File: config.mk
export PLATFORM = sky130hd
export DESIGN_NAME = cfg_network
export DESIGN_NICKNAME = d
export VERILOG_FILES = /design/src/hw/cfg_pkg.sv /design/src/hw/cfg_bit_counter.sv /design/src/hw/cfg_shift_reg.sv /design/src/hw/cfg_frame_fsm.sv /design/src/hw/cfg_node.sv /design/src/hw/cfg_network.sv
export SDC_FILE = /design/constraint.sdc
export NUM_CORES = 1
export LEC_CHECK = 0
export ABC_CLOCK_PERIOD_IN_PS = 1910
export BUFFER_PORTS_ARGS = -buffer_cell sky130_fd_sc_hd__buf_2
export CAP_MARGIN = 25
export CORE_UTILIZATION = 56
export CTS_CLUSTER_DIAMETER = 40
export DETAILED_ROUTE_END_ITERATION = 6
export PLACE_DENSITY_LB_ADDON = 0.08
export SETUP_SLACK_MARGIN = 0.2
export SKIP_CTS_REPAIR_TIMING = 1
export SYNTH_ARGS = -nofsm -noshare
export SYNTH_HDL_FRONTEND = slang
export SYNTH_SLANG_ARGS = --single-unit
File: constraint.sdc
create_clock -name clk -period 1.91 [get_ports clk]
set_input_delay 0.0955 -clock clk [delete_from_list [all_inputs] [get_ports clk]]
set_output_delay 0.0955 -clock clk [all_outputs]
set_load 0.1 [all_outputs]
File: src/hw/cfg_pkg.sv
package cfg_pkg;

  // field widths of one configuration frame
  localparam int ID_BITS      = 8;
  localparam int PAYLOAD_BITS = 16;
  localparam int FRAME_BITS   = ID_BITS + PAYLOAD_BITS;

  // the bit counter must hold the longest field length
  localparam int CNT_BITS = $clog2(PAYLOAD_BITS + 1);

  // serial configuration stream, one bit per valid cycle
  typedef struct packed {
    logic valid;  // a bit is present this cycle
    logic value;  // the bit itself
  } config_s;

  // frame as collected by the shift register, address on top
  typedef struct packed {
    logic [ID_BITS-1:0]      id;
    logic [PAYLOAD_BITS-1:0] payload;
  } cfg_frame_s;

  // parser phases
  typedef enum logic [1:0] {
    ST_IDLE,     // waiting for a start bit of 1
    ST_ID,       // collecting the address, MSB first
    ST_PAYLOAD,  // collecting the payload, MSB first
    ST_STOP      // expecting a stop bit of 0
  } cfg_state_e;

endpackage

File: src/hw/cfg_bit_counter.sv
module cfg_bit_counter #(
  parameter int W = 5
) (
  input  logic         clk,
  input  logic         rst_n_i,
  input  logic         load_i,
  input  logic [W-1:0] len_i,
  input  logic         dec_i,
  output logic         last_o
);

  logic [W-1:0] count_q;

  // load has priority, so the FSM can reload on the last bit of a field
  always_ff @(posedge clk) begin
    if (!rst_n_i) begin
      count_q <= '0;
    end else if (load_i) begin
      count_q <= len_i;
    end else if (dec_i && (count_q != '0)) begin
      count_q <= count_q - W'(1);  // one sampled bit consumed
    end
  end

  // the bit being sampled now closes the field
  assign last_o = (count_q == W'(1));

endmodule

File: src/hw/cfg_shift_reg.sv
module cfg_shift_reg (
  input  logic               clk,
  input  logic               rst_n_i,
  input  logic               shift_i,
  input  logic               bit_i,
  output cfg_pkg::cfg_frame_s frame_o
);

  import cfg_pkg::*;

  logic [FRAME_BITS-1:0] shift_q;

  // address bits enter first and end up in the upper part of the register,
  // the payload fills the lower part behind them
  always_ff @(posedge clk) begin
    if (!rst_n_i) begin
      shift_q <= '0;
    end else if (shift_i) begin
      shift_q <= {shift_q[FRAME_BITS-2:0], bit_i};  // msb first
    end
  end

  // held through the stop bit and the done strobe since nothing shifts then
  assign frame_o = cfg_frame_s'(shift_q);

endmodule

File: src/hw/cfg_frame_fsm.sv
module cfg_frame_fsm (
  input  logic                         clk,
  input  logic                         rst_n_i,
  input  cfg_pkg::config_s             cfg_i,
  input  logic                         cnt_last_i,
  output logic                         cnt_load_o,
  output logic [cfg_pkg::CNT_BITS-1:0] cnt_len_o,
  output logic                         cnt_dec_o,
  output logic                         shift_en_o,
  output logic                         frame_done_o,
  output logic                         frame_err_o
);

  import cfg_pkg::*;

  cfg_state_e state_q, state_d;
  logic       done_q;
  logic       err_q;
  logic       in_field;  // sampled bit is part of address or payload

  assign in_field = cfg_i.valid && ((state_q == ST_ID) || (state_q == ST_PAYLOAD));

  assign shift_en_o = in_field;
  assign cnt_dec_o  = in_field;

  // a start bit arms the address length, the last address bit arms the payload
  always_comb begin
    cnt_load_o = 1'b0;
    cnt_len_o  = CNT_BITS'(PAYLOAD_BITS);
    if (cfg_i.valid) begin
      if (state_q == ST_IDLE && cfg_i.value) begin
        cnt_load_o = 1'b1;
        cnt_len_o  = CNT_BITS'(ID_BITS);
      end else if (state_q == ST_ID && cnt_last_i) begin
        cnt_load_o = 1'b1;
      end
    end
  end

  always_comb begin
    state_d = state_q;
    if (cfg_i.valid) begin  // gaps in valid hold every phase
      unique case (state_q)
        ST_IDLE:    if (cfg_i.value) state_d = ST_ID;
        ST_ID:      if (cnt_last_i) state_d = ST_PAYLOAD;
        ST_PAYLOAD: if (cnt_last_i) state_d = ST_STOP;
        ST_STOP:    state_d = ST_IDLE;  // good or bad stop, start over
        default:    state_d = ST_IDLE;
      endcase
    end
  end

  always_ff @(posedge clk) begin
    if (!rst_n_i) begin
      state_q <= ST_IDLE;
      done_q  <= 1'b0;
      err_q   <= 1'b0;
    end else begin
      state_q <= state_d;
      // strobes last exactly one cycle after the stop bit edge
      done_q  <= (state_q == ST_STOP) && cfg_i.valid && !cfg_i.value;
      err_q   <= (state_q == ST_STOP) && cfg_i.valid && cfg_i.value;
    end
  end

  assign frame_done_o = done_q;
  assign frame_err_o  = err_q;

endmodule

File: src/hw/cfg_node.sv
module cfg_node #(
  parameter int                     id_p        = 0,
  parameter int                     data_bits_p = 8,
  parameter logic [data_bits_p-1:0] reset_val_p = '0
) (
  input  logic                   clk,
  input  logic                   rst_n_i,
  input  cfg_pkg::cfg_frame_s    frame_i,
  input  logic                   frame_done_i,
  output logic [data_bits_p-1:0] data_o
);

  import cfg_pkg::*;

  localparam logic [ID_BITS-1:0] NODE_ID = ID_BITS'(id_p);

  logic                   hit;
  logic [data_bits_p-1:0] data_q;

  // address decode lives only in the node
  assign hit = frame_done_i && (frame_i.id == NODE_ID);

  always_ff @(posedge clk) begin
    if (!rst_n_i) begin
      data_q <= reset_val_p;
    end else if (hit) begin
      data_q <= frame_i.payload[data_bits_p-1:0];  // narrow nodes keep the low bits
    end
  end

  assign data_o = data_q;

endmodule

File: src/hw/cfg_network.sv
module cfg_network #(
  parameter int                    id_a_p    = 3,
  parameter int                    bits_a_p  = 8,
  parameter logic [bits_a_p-1:0]   reset_a_p = 8'h5a,
  parameter int                    id_b_p    = 17,
  parameter int                    bits_b_p  = 16,
  parameter logic [bits_b_p-1:0]   reset_b_p = 16'h1234,
  parameter int                    id_c_p    = 200,
  parameter int                    bits_c_p  = 4,
  parameter logic [bits_c_p-1:0]   reset_c_p = 4'h9
) (
  input  logic                  clk,
  input  logic                  rst_n_i,
  input  cfg_pkg::config_s      cfg_i,
  output logic [bits_a_p-1:0]   data_a_o,
  output logic [bits_b_p-1:0]   data_b_o,
  output logic [bits_c_p-1:0]   data_c_o,
  output logic                  frame_done_o,
  output logic                  frame_err_o
);

  import cfg_pkg::*;

  logic                cnt_load;
  logic [CNT_BITS-1:0] cnt_len;
  logic                cnt_dec;
  logic                cnt_last;
  logic                shift_en;
  logic                frame_done;
  cfg_frame_s          frame;

  // shared parser
  cfg_frame_fsm u_fsm (
    .clk          (clk),
    .rst_n_i      (rst_n_i),
    .cfg_i        (cfg_i),
    .cnt_last_i   (cnt_last),
    .cnt_load_o   (cnt_load),
    .cnt_len_o    (cnt_len),
    .cnt_dec_o    (cnt_dec),
    .shift_en_o   (shift_en),
    .frame_done_o (frame_done),
    .frame_err_o  (frame_err_o)
  );

  cfg_bit_counter #(
    .W (CNT_BITS)
  ) u_counter (
    .clk     (clk),
    .rst_n_i (rst_n_i),
    .load_i  (cnt_load),
    .len_i   (cnt_len),
    .dec_i   (cnt_dec),
    .last_o  (cnt_last)
  );

  cfg_shift_reg u_shift (
    .clk     (clk),
    .rst_n_i (rst_n_i),
    .shift_i (shift_en),
    .bit_i   (cfg_i.value),  // valid is already folded into shift_en
    .frame_o (frame)
  );

  // the three configurable registers
  cfg_node #(
    .id_p        (id_a_p),
    .data_bits_p (bits_a_p),
    .reset_val_p (reset_a_p)
  ) u_node_a (
    .clk          (clk),
    .rst_n_i      (rst_n_i),
    .frame_i      (frame),
    .frame_done_i (frame_done),
    .data_o       (data_a_o)
  );

  cfg_node #(
    .id_p        (id_b_p),
    .data_bits_p (bits_b_p),
    .reset_val_p (reset_b_p)
  ) u_node_b (
    .clk          (clk),
    .rst_n_i      (rst_n_i),
    .frame_i      (frame),
    .frame_done_i (frame_done),
    .data_o       (data_b_o)
  );

  cfg_node #(
    .id_p        (id_c_p),
    .data_bits_p (bits_c_p),
    .reset_val_p (reset_c_p)
  ) u_node_c (
    .clk          (clk),
    .rst_n_i      (rst_n_i),
    .frame_i      (frame),
    .frame_done_i (frame_done),
    .data_o       (data_c_o)
  );

  assign frame_done_o = frame_done;

endmodule

**Yosys cells after proc, flatten, opt, wreduce, memory -nomap -nowiden**

Index checks and enable logic that the tools add are counted.

- Logic and storage cells: 46
- Register bits after elaboration: 61
- Input bits: 4

- Reduce and logical (&&, ||, !) cells: 16
- Add/subtract/negate cells: 1
- Mux-type cells: 11
- Equal/unequal tests: 10

Operator list:

| kind | count |
|---|---|
| 5-bit 2-to-1 mux | 4 |
| 1-bit logical AND | 10 |
| 8-bit by 2-bit == test with 1-bit output, second input constant | 1 |
| 8-bit by 5-bit == test with 1-bit output, second input constant | 1 |
| 8-bit == test, second input constant | 1 |
| 2-bit one-hot mux with 4 select lines | 1 |
| 2-bit 2-to-1 mux | 3 |
| 5-bit by 1-bit == test with 1-bit output, second input constant | 1 |
| 5-bit nonzero test | 1 |
| 5-bit by 1-bit subtractor with 5-bit output, second input constant | 1 |
| 2-bit == test, second input constant | 2 |
| 2-bit by 1-bit inequality test with 1-bit output, second input constant | 2 |
| 4-bit AND reduction | 1 |
| 1-bit 2-to-1 mux | 3 |
| 2-bit by 1-bit == test with 1-bit output, second input constant | 1 |
| 2-bit zero test | 1 |
| 2-bit inequality test, second input constant | 1 |
| 2-bit nonzero test | 1 |
| 1-bit zero test | 1 |
| 1-bit logical OR | 1 |

**Logic depth before layout (Yosys ltp)**

- Depth after elaboration: 6
- Mapped depth: 7
- Gate-level depth less buffers: 5

**By module**

From an unflattened synthesis, not the netlist that was laid out.

- Cell total of the unflattened synthesis: 277
- Area, all modules: 2767.7 µm²

By module, submodules not included:

| module | area each (µm²) | sequential area each (µm²) | instances | cells an instance |
|---|---|---|---|---|
| cfg_shift_reg | 929.6 | 480.5 | 1 | 77 |
| cfg_node at u_node_b | 691.9 | 320.3 | 1 | 71 |
| cfg_node at u_node_a | 366.6 | 160.2 | 1 | 36 |
| cfg_bit_counter | 317.8 | 100.1 | 1 | 40 |
| cfg_frame_fsm | 270.3 | 80.1 | 1 | 33 |
| cfg_node at u_node_c | 191.4 | 80.1 | 1 | 20 |

**Least setup slack after synthesis**

OpenSTA, ideal clock, no wires.

- Path type: register to register
- Start point: register u_fsm.done_q, in the netlist u_fsm.frame_done_o
- End point: register u_node_a.data_q[0], in the netlist u_node_a.data_o[0]
- Period minus slack after synthesis: 2163 ps
- Path buffers: 0
- Slack: -253 ps
- Stages on the path, launching flop included: 4
- Required time: 1838 ps
- Arrival time: 2091 ps
- Cell sequence: dfxtp_1 > or4bb_1 > nor3_4 > mux2i_1

- Cells in the longest elaborated chain, start to end: 1

Ends and longest elaborated chain:

| what | RTL line | text |
|---|---|---|
| start: declaration | cfg_frame_fsm.sv:17 | `logic done_q;` |
| start signal: assignment | cfg_frame_fsm.sv:61 | `done_q <= (state_q == ST_STOP) && cfg_i.valid && !cfg_i.value;` |
| 1-bit logical AND | cfg_node.sv:21 | `assign hit = frame_done_i && (frame_i.id == NODE_ID);` |
| end signal: assignment | cfg_node.sv:25 | `data_q <= reset_val_p;` |
| end signal: assignment | cfg_node.sv:27 | `data_q <= frame_i.payload[data_bits_p-1:0];` |
| end: declaration | cfg_node.sv:18 | `logic [data_bits_p-1:0] data_q;` |

No other way between the ends.
A chain may end at the register's enable or synchronous reset.

**Worst setup path in the final report**

- Start point: register u_counter.count_q[1]
- End point: register u_fsm.state_q[0]

- Cells in the longest elaborated chain, start to end: 3
- Elaborated cells on any way between the ends: 4
- Those cells by class: 3 x eq/ne; 1 x reduce/logical

Ends and longest elaborated chain:

| what | RTL line | text |
|---|---|---|
| start: declaration | cfg_bit_counter.sv:12 | `logic [W-1:0] count_q;` |
| start signal: assignment | cfg_bit_counter.sv:19 | `count_q <= len_i;` |
| start signal: assignment | cfg_bit_counter.sv:21 | `count_q <= count_q - W'(1);` |
| 5-bit by 1-bit == test with 1-bit output * | cfg_bit_counter.sv:26 | `assign last_o = (count_q == W'(1));` |
| 2-bit by 1-bit inequality test with 1-bit output (no line) | n/a |  |
| 4-bit AND reduction (no line) * | n/a |  |
| end signal: assignment | cfg_frame_fsm.sv:59 | `state_q <= state_d;` |
| end: declaration | cfg_frame_fsm.sv:16 | `cfg_state_e state_q, state_d;` |

Mark *: on every way between the ends. The rest lies on a longest branch, timed or not.

==> run_results.csv <==
group,metric,value,unit
status,outcome,"finished clean",
final_layout,nets,337,
final_layout,diodes,0,
global_route,grt_pass1_wl,8.22,mm
setup_path,critPathMaxFanout,4,
logic_synthesis,synth.distinct_cells,37,
power,power_density,816,mW/mm²
sta,final_max_slew_viol_count,0,
sta,slew_headroom,50.3,%
detailed_routing,drt-initial-drc-count,126,
detailed_routing,vias,2031,
setup_path,crit_type,"reg -> reg",
setup_path,crit_required,2.09,ns
floorplan,fp-row-count,24,
clock_network,root_buffer,"clkbuf_8",
logic_synthesis,yosysTopAreaCell,"dfxtp_1",
setup_path,critPathArrivalTime,1.85,ns
hold_path,min-delay-start,"cfg_i[0]",
floorplan,start_util,58.2,%
power,netSwitchingPower,0.604,mW
placement,port_buffers,33,
job,cap_violations,0,
final_layout,multi_input_area,0.00124,mm²
sta,setup_slack,0.234,ns
final_layout,post-route-util,67.8,%
clock_network,cts_sinks,61,
logic_synthesis,postSynthCellCount,291,
final_layout,regArea,0.00123,mm²
logic_synthesis,yosys_warnings,0,
detailed_routing,drc,0,
power,p_clk_share,37.3,%
setup_path,worstReg2RegStart,"u_counter.count_q[1]",
logic_synthesis,yosysSeqAreaShare,48.2,%
logic_synthesis,synthArstFlopShare,0,%
power,total_power,2.41,mW
placement,pre_cts_ws,0.151,ns
global_route,grt_max_degree,46,
global_route,grt_overflow,0,
logic_synthesis,yosys_most_used_dff,"dfxtp_1",
power,peakVddDrop,0.000419,V
sta,min_period,1.68,ns
power,p_seq_share,54.1,%
detailed_routing,wl_per_cell,12.7,µm
sta,hold_violations,0,
placement,hpwl,3.17,mm
clock_network,clkTransAtPathRegs,0.06,ns
floorplan,core_area,0.00435,mm²
sta,period_share,87.7,%
logic_synthesis,yosysTopAreaCellShare,48.2,%
sta,fmax,0.597,GHz
floorplan,die_area,0.00480,mm²
detailed_routing,routed_via_density,5.33,
hold_path,hold_depth,2,
logic_synthesis,yosys_register_bits,61,
detailed_routing,drtAntennaViolNets,0,
setup_path,critPathCaptureType,"register",
final_layout,area_growth,16.5,%
global_route,grt_usage,21.5,%
clock_network,cts_buffer_depth,2,
floorplan,io-pin-count,34,
final_layout,fillers,378,
power,p_leak,1.11,nW
clock_network,cts_tree,"done",
power,p_int,1.80,mW
sta,rsz0062_at_grt,"true",
clock_network,htree_levels,3,
setup_path,reg2reg_depth,5,
logic_synthesis,netlist_area,0.00253,mm²
clock_network,cts_buffers,9,
detailed_routing,first_pass_iters,5,
sta,setup_viol,0,
setup_path,critPathLaunchType,"register",
hold_path,min_to,"u_fsm.frame_done_o",
power,switching_share,25.1,%
placement,gp_congestion,0.865,
detailed_routing,drt-total-wl,4.85,mm
hold_path,holdCritPathClass,"in -> reg",
sta,worstMarginPinSlew,0.745,ns
setup_path,rrSetupSlack,0.23,ns
sta,fin_worst_skew,0.00801,ns
final_layout,drive_gt1_share,20.4,%
sta,setup_tns,0,ns
global_route,grt_antenna_before_repair,0,
floorplan,die_h,69.3,µm
global_route,grt_pass1_vias,1816,
logic_synthesis,avgSynthCellArea,8.71,µm²
logic_synthesis,synth_nets,302,
power,p_comb_share,8.6,%
logic_synthesis,synth_edf_count,0,
setup_path,reg2reg_to,"u_fsm.state_q[0]",
logic_synthesis,synth.top_cells.by_area,"dfxtp_1 48%, nand2_1 12%, mux2i_1 11%",
clock_network,insertion_delay,0.33,ns
floorplan,die_w,69.3,µm
-- per-stage QoR --
step                std cells  cell area [µm²]  hold slack (ns)
finish                    381             2950          0.00212
global placement          366             2740            0.337
CTS                       380             2890          -0.0156
floorplan                 291             2540            0.158
global route              381             2950           0.0166
detailed placement        366             2740            0.329
-- worst max path at each step --
stage                     cells after the start            endpoint            startpoint
final                                         5    u_fsm.state_q[0]  u_counter.count_q[1]
after global routing                          5    u_fsm.state_q[0]  u_counter.count_q[1]
after CTS                                     5    u_fsm.state_q[0]  u_counter.count_q[1]
after detailed placement                      5    u_fsm.state_q[0]  u_counter.count_q[1]
after global placement                        5    u_fsm.state_q[0]  u_counter.count_q[1]
after floorplan                               3  u_node_a.data_o[0]    u_fsm.frame_done_o
-- logic make-up (layout without fill, tap and decap cells) --
family	Yosys count	after routing	synth area share, %
DFF	61	61	48.2
muxes	29	29	11.5
AOI/OAI and AO/OA	38	38	8.79
and+or+nand+nor	130	130	23.3
adders and majority gates	7	7	3.46
buffers and inverters	26	64	4.84
-- routing by layer --
| layer | share of wire (%) | GRT usage [%] |
|---|---|---|
| met1 | 50 | 29.5 |
| met2 | 45 | 31.2 |
| met3 | 3.4 | 4.36 |
| met4 | 2.3 | 12.9 |
| met5 | 0 | 0 |
-- power by group through the flow --
stage,sequential (mW),combinational [mW],clock [mW]
final,1.30,0.208,0.897
after global placement,1.33,0.178,0
after floorplan,1.32,0.143,0
after global routing,1.30,0.232,0.980
after detailed placement,1.33,0.179,0
after CTS,1.30,0.180,0.920
-- critical path: stages (launching register included) --
cell and delay [ns]:
dfxtp_2 0.33, inv_1 0.10, ha_1 0.17, or4b_4 0.49
a2111oi_4 0.35, a211oi_1 0.08
-- layout make-up --
cell class | instances | area share [%]
clock buffer | 11 | 4.45
clock inverter | 3 | 0.509
inverter | 8 | 1.02
multi-input combinational | 204 | 42.0
sequential | 61 | 41.6
tap | 52 | 2.20
timing repair buffer | 42 | 8.27
-- state kept, by name, indices dropped and copies added, names as in the netlist --
name                cells
u_fsm.frame_done_o      1
u_shift.frame_o        24
u_fsm.state_q           2
u_fsm.frame_err_o       1
u_node_c.data_o         4
u_node_a.data_o         8
u_node_b.data_o        16
u_counter.count_q       5
-- layout by cell type (no fill, tap or decap), types with 2 or more instances in the layout --
master,n
mux2i_1,29
buf_6,3
dfxtp_1,58
nand2_1,84
clkbuf_1,2
a21oi_1,27
nand3_1,3
nor2_1,24
buf_4,6
clkbuf_8,9
dfxtp_2,2
ha_1,6
or4b_4,2
buf_2,33
clkinv_2,3
inv_1,7
nor4b_1,4
a311oi_1,2
-- synthesized netlist by cell type (2+ instances only) --
master	instances
or4b_1	2
nand3_1	4
mux2i_1	29
buf_1	3
a311oi_1	2
nor4b_1	4
clkbuf_1	12
a21oi_1	27
a211oi_1	2
dfxtp_1	61
nor2_1	24
ha_1	7
inv_1	7
nand2_1	84
Power figures use the tool's default switching activity.
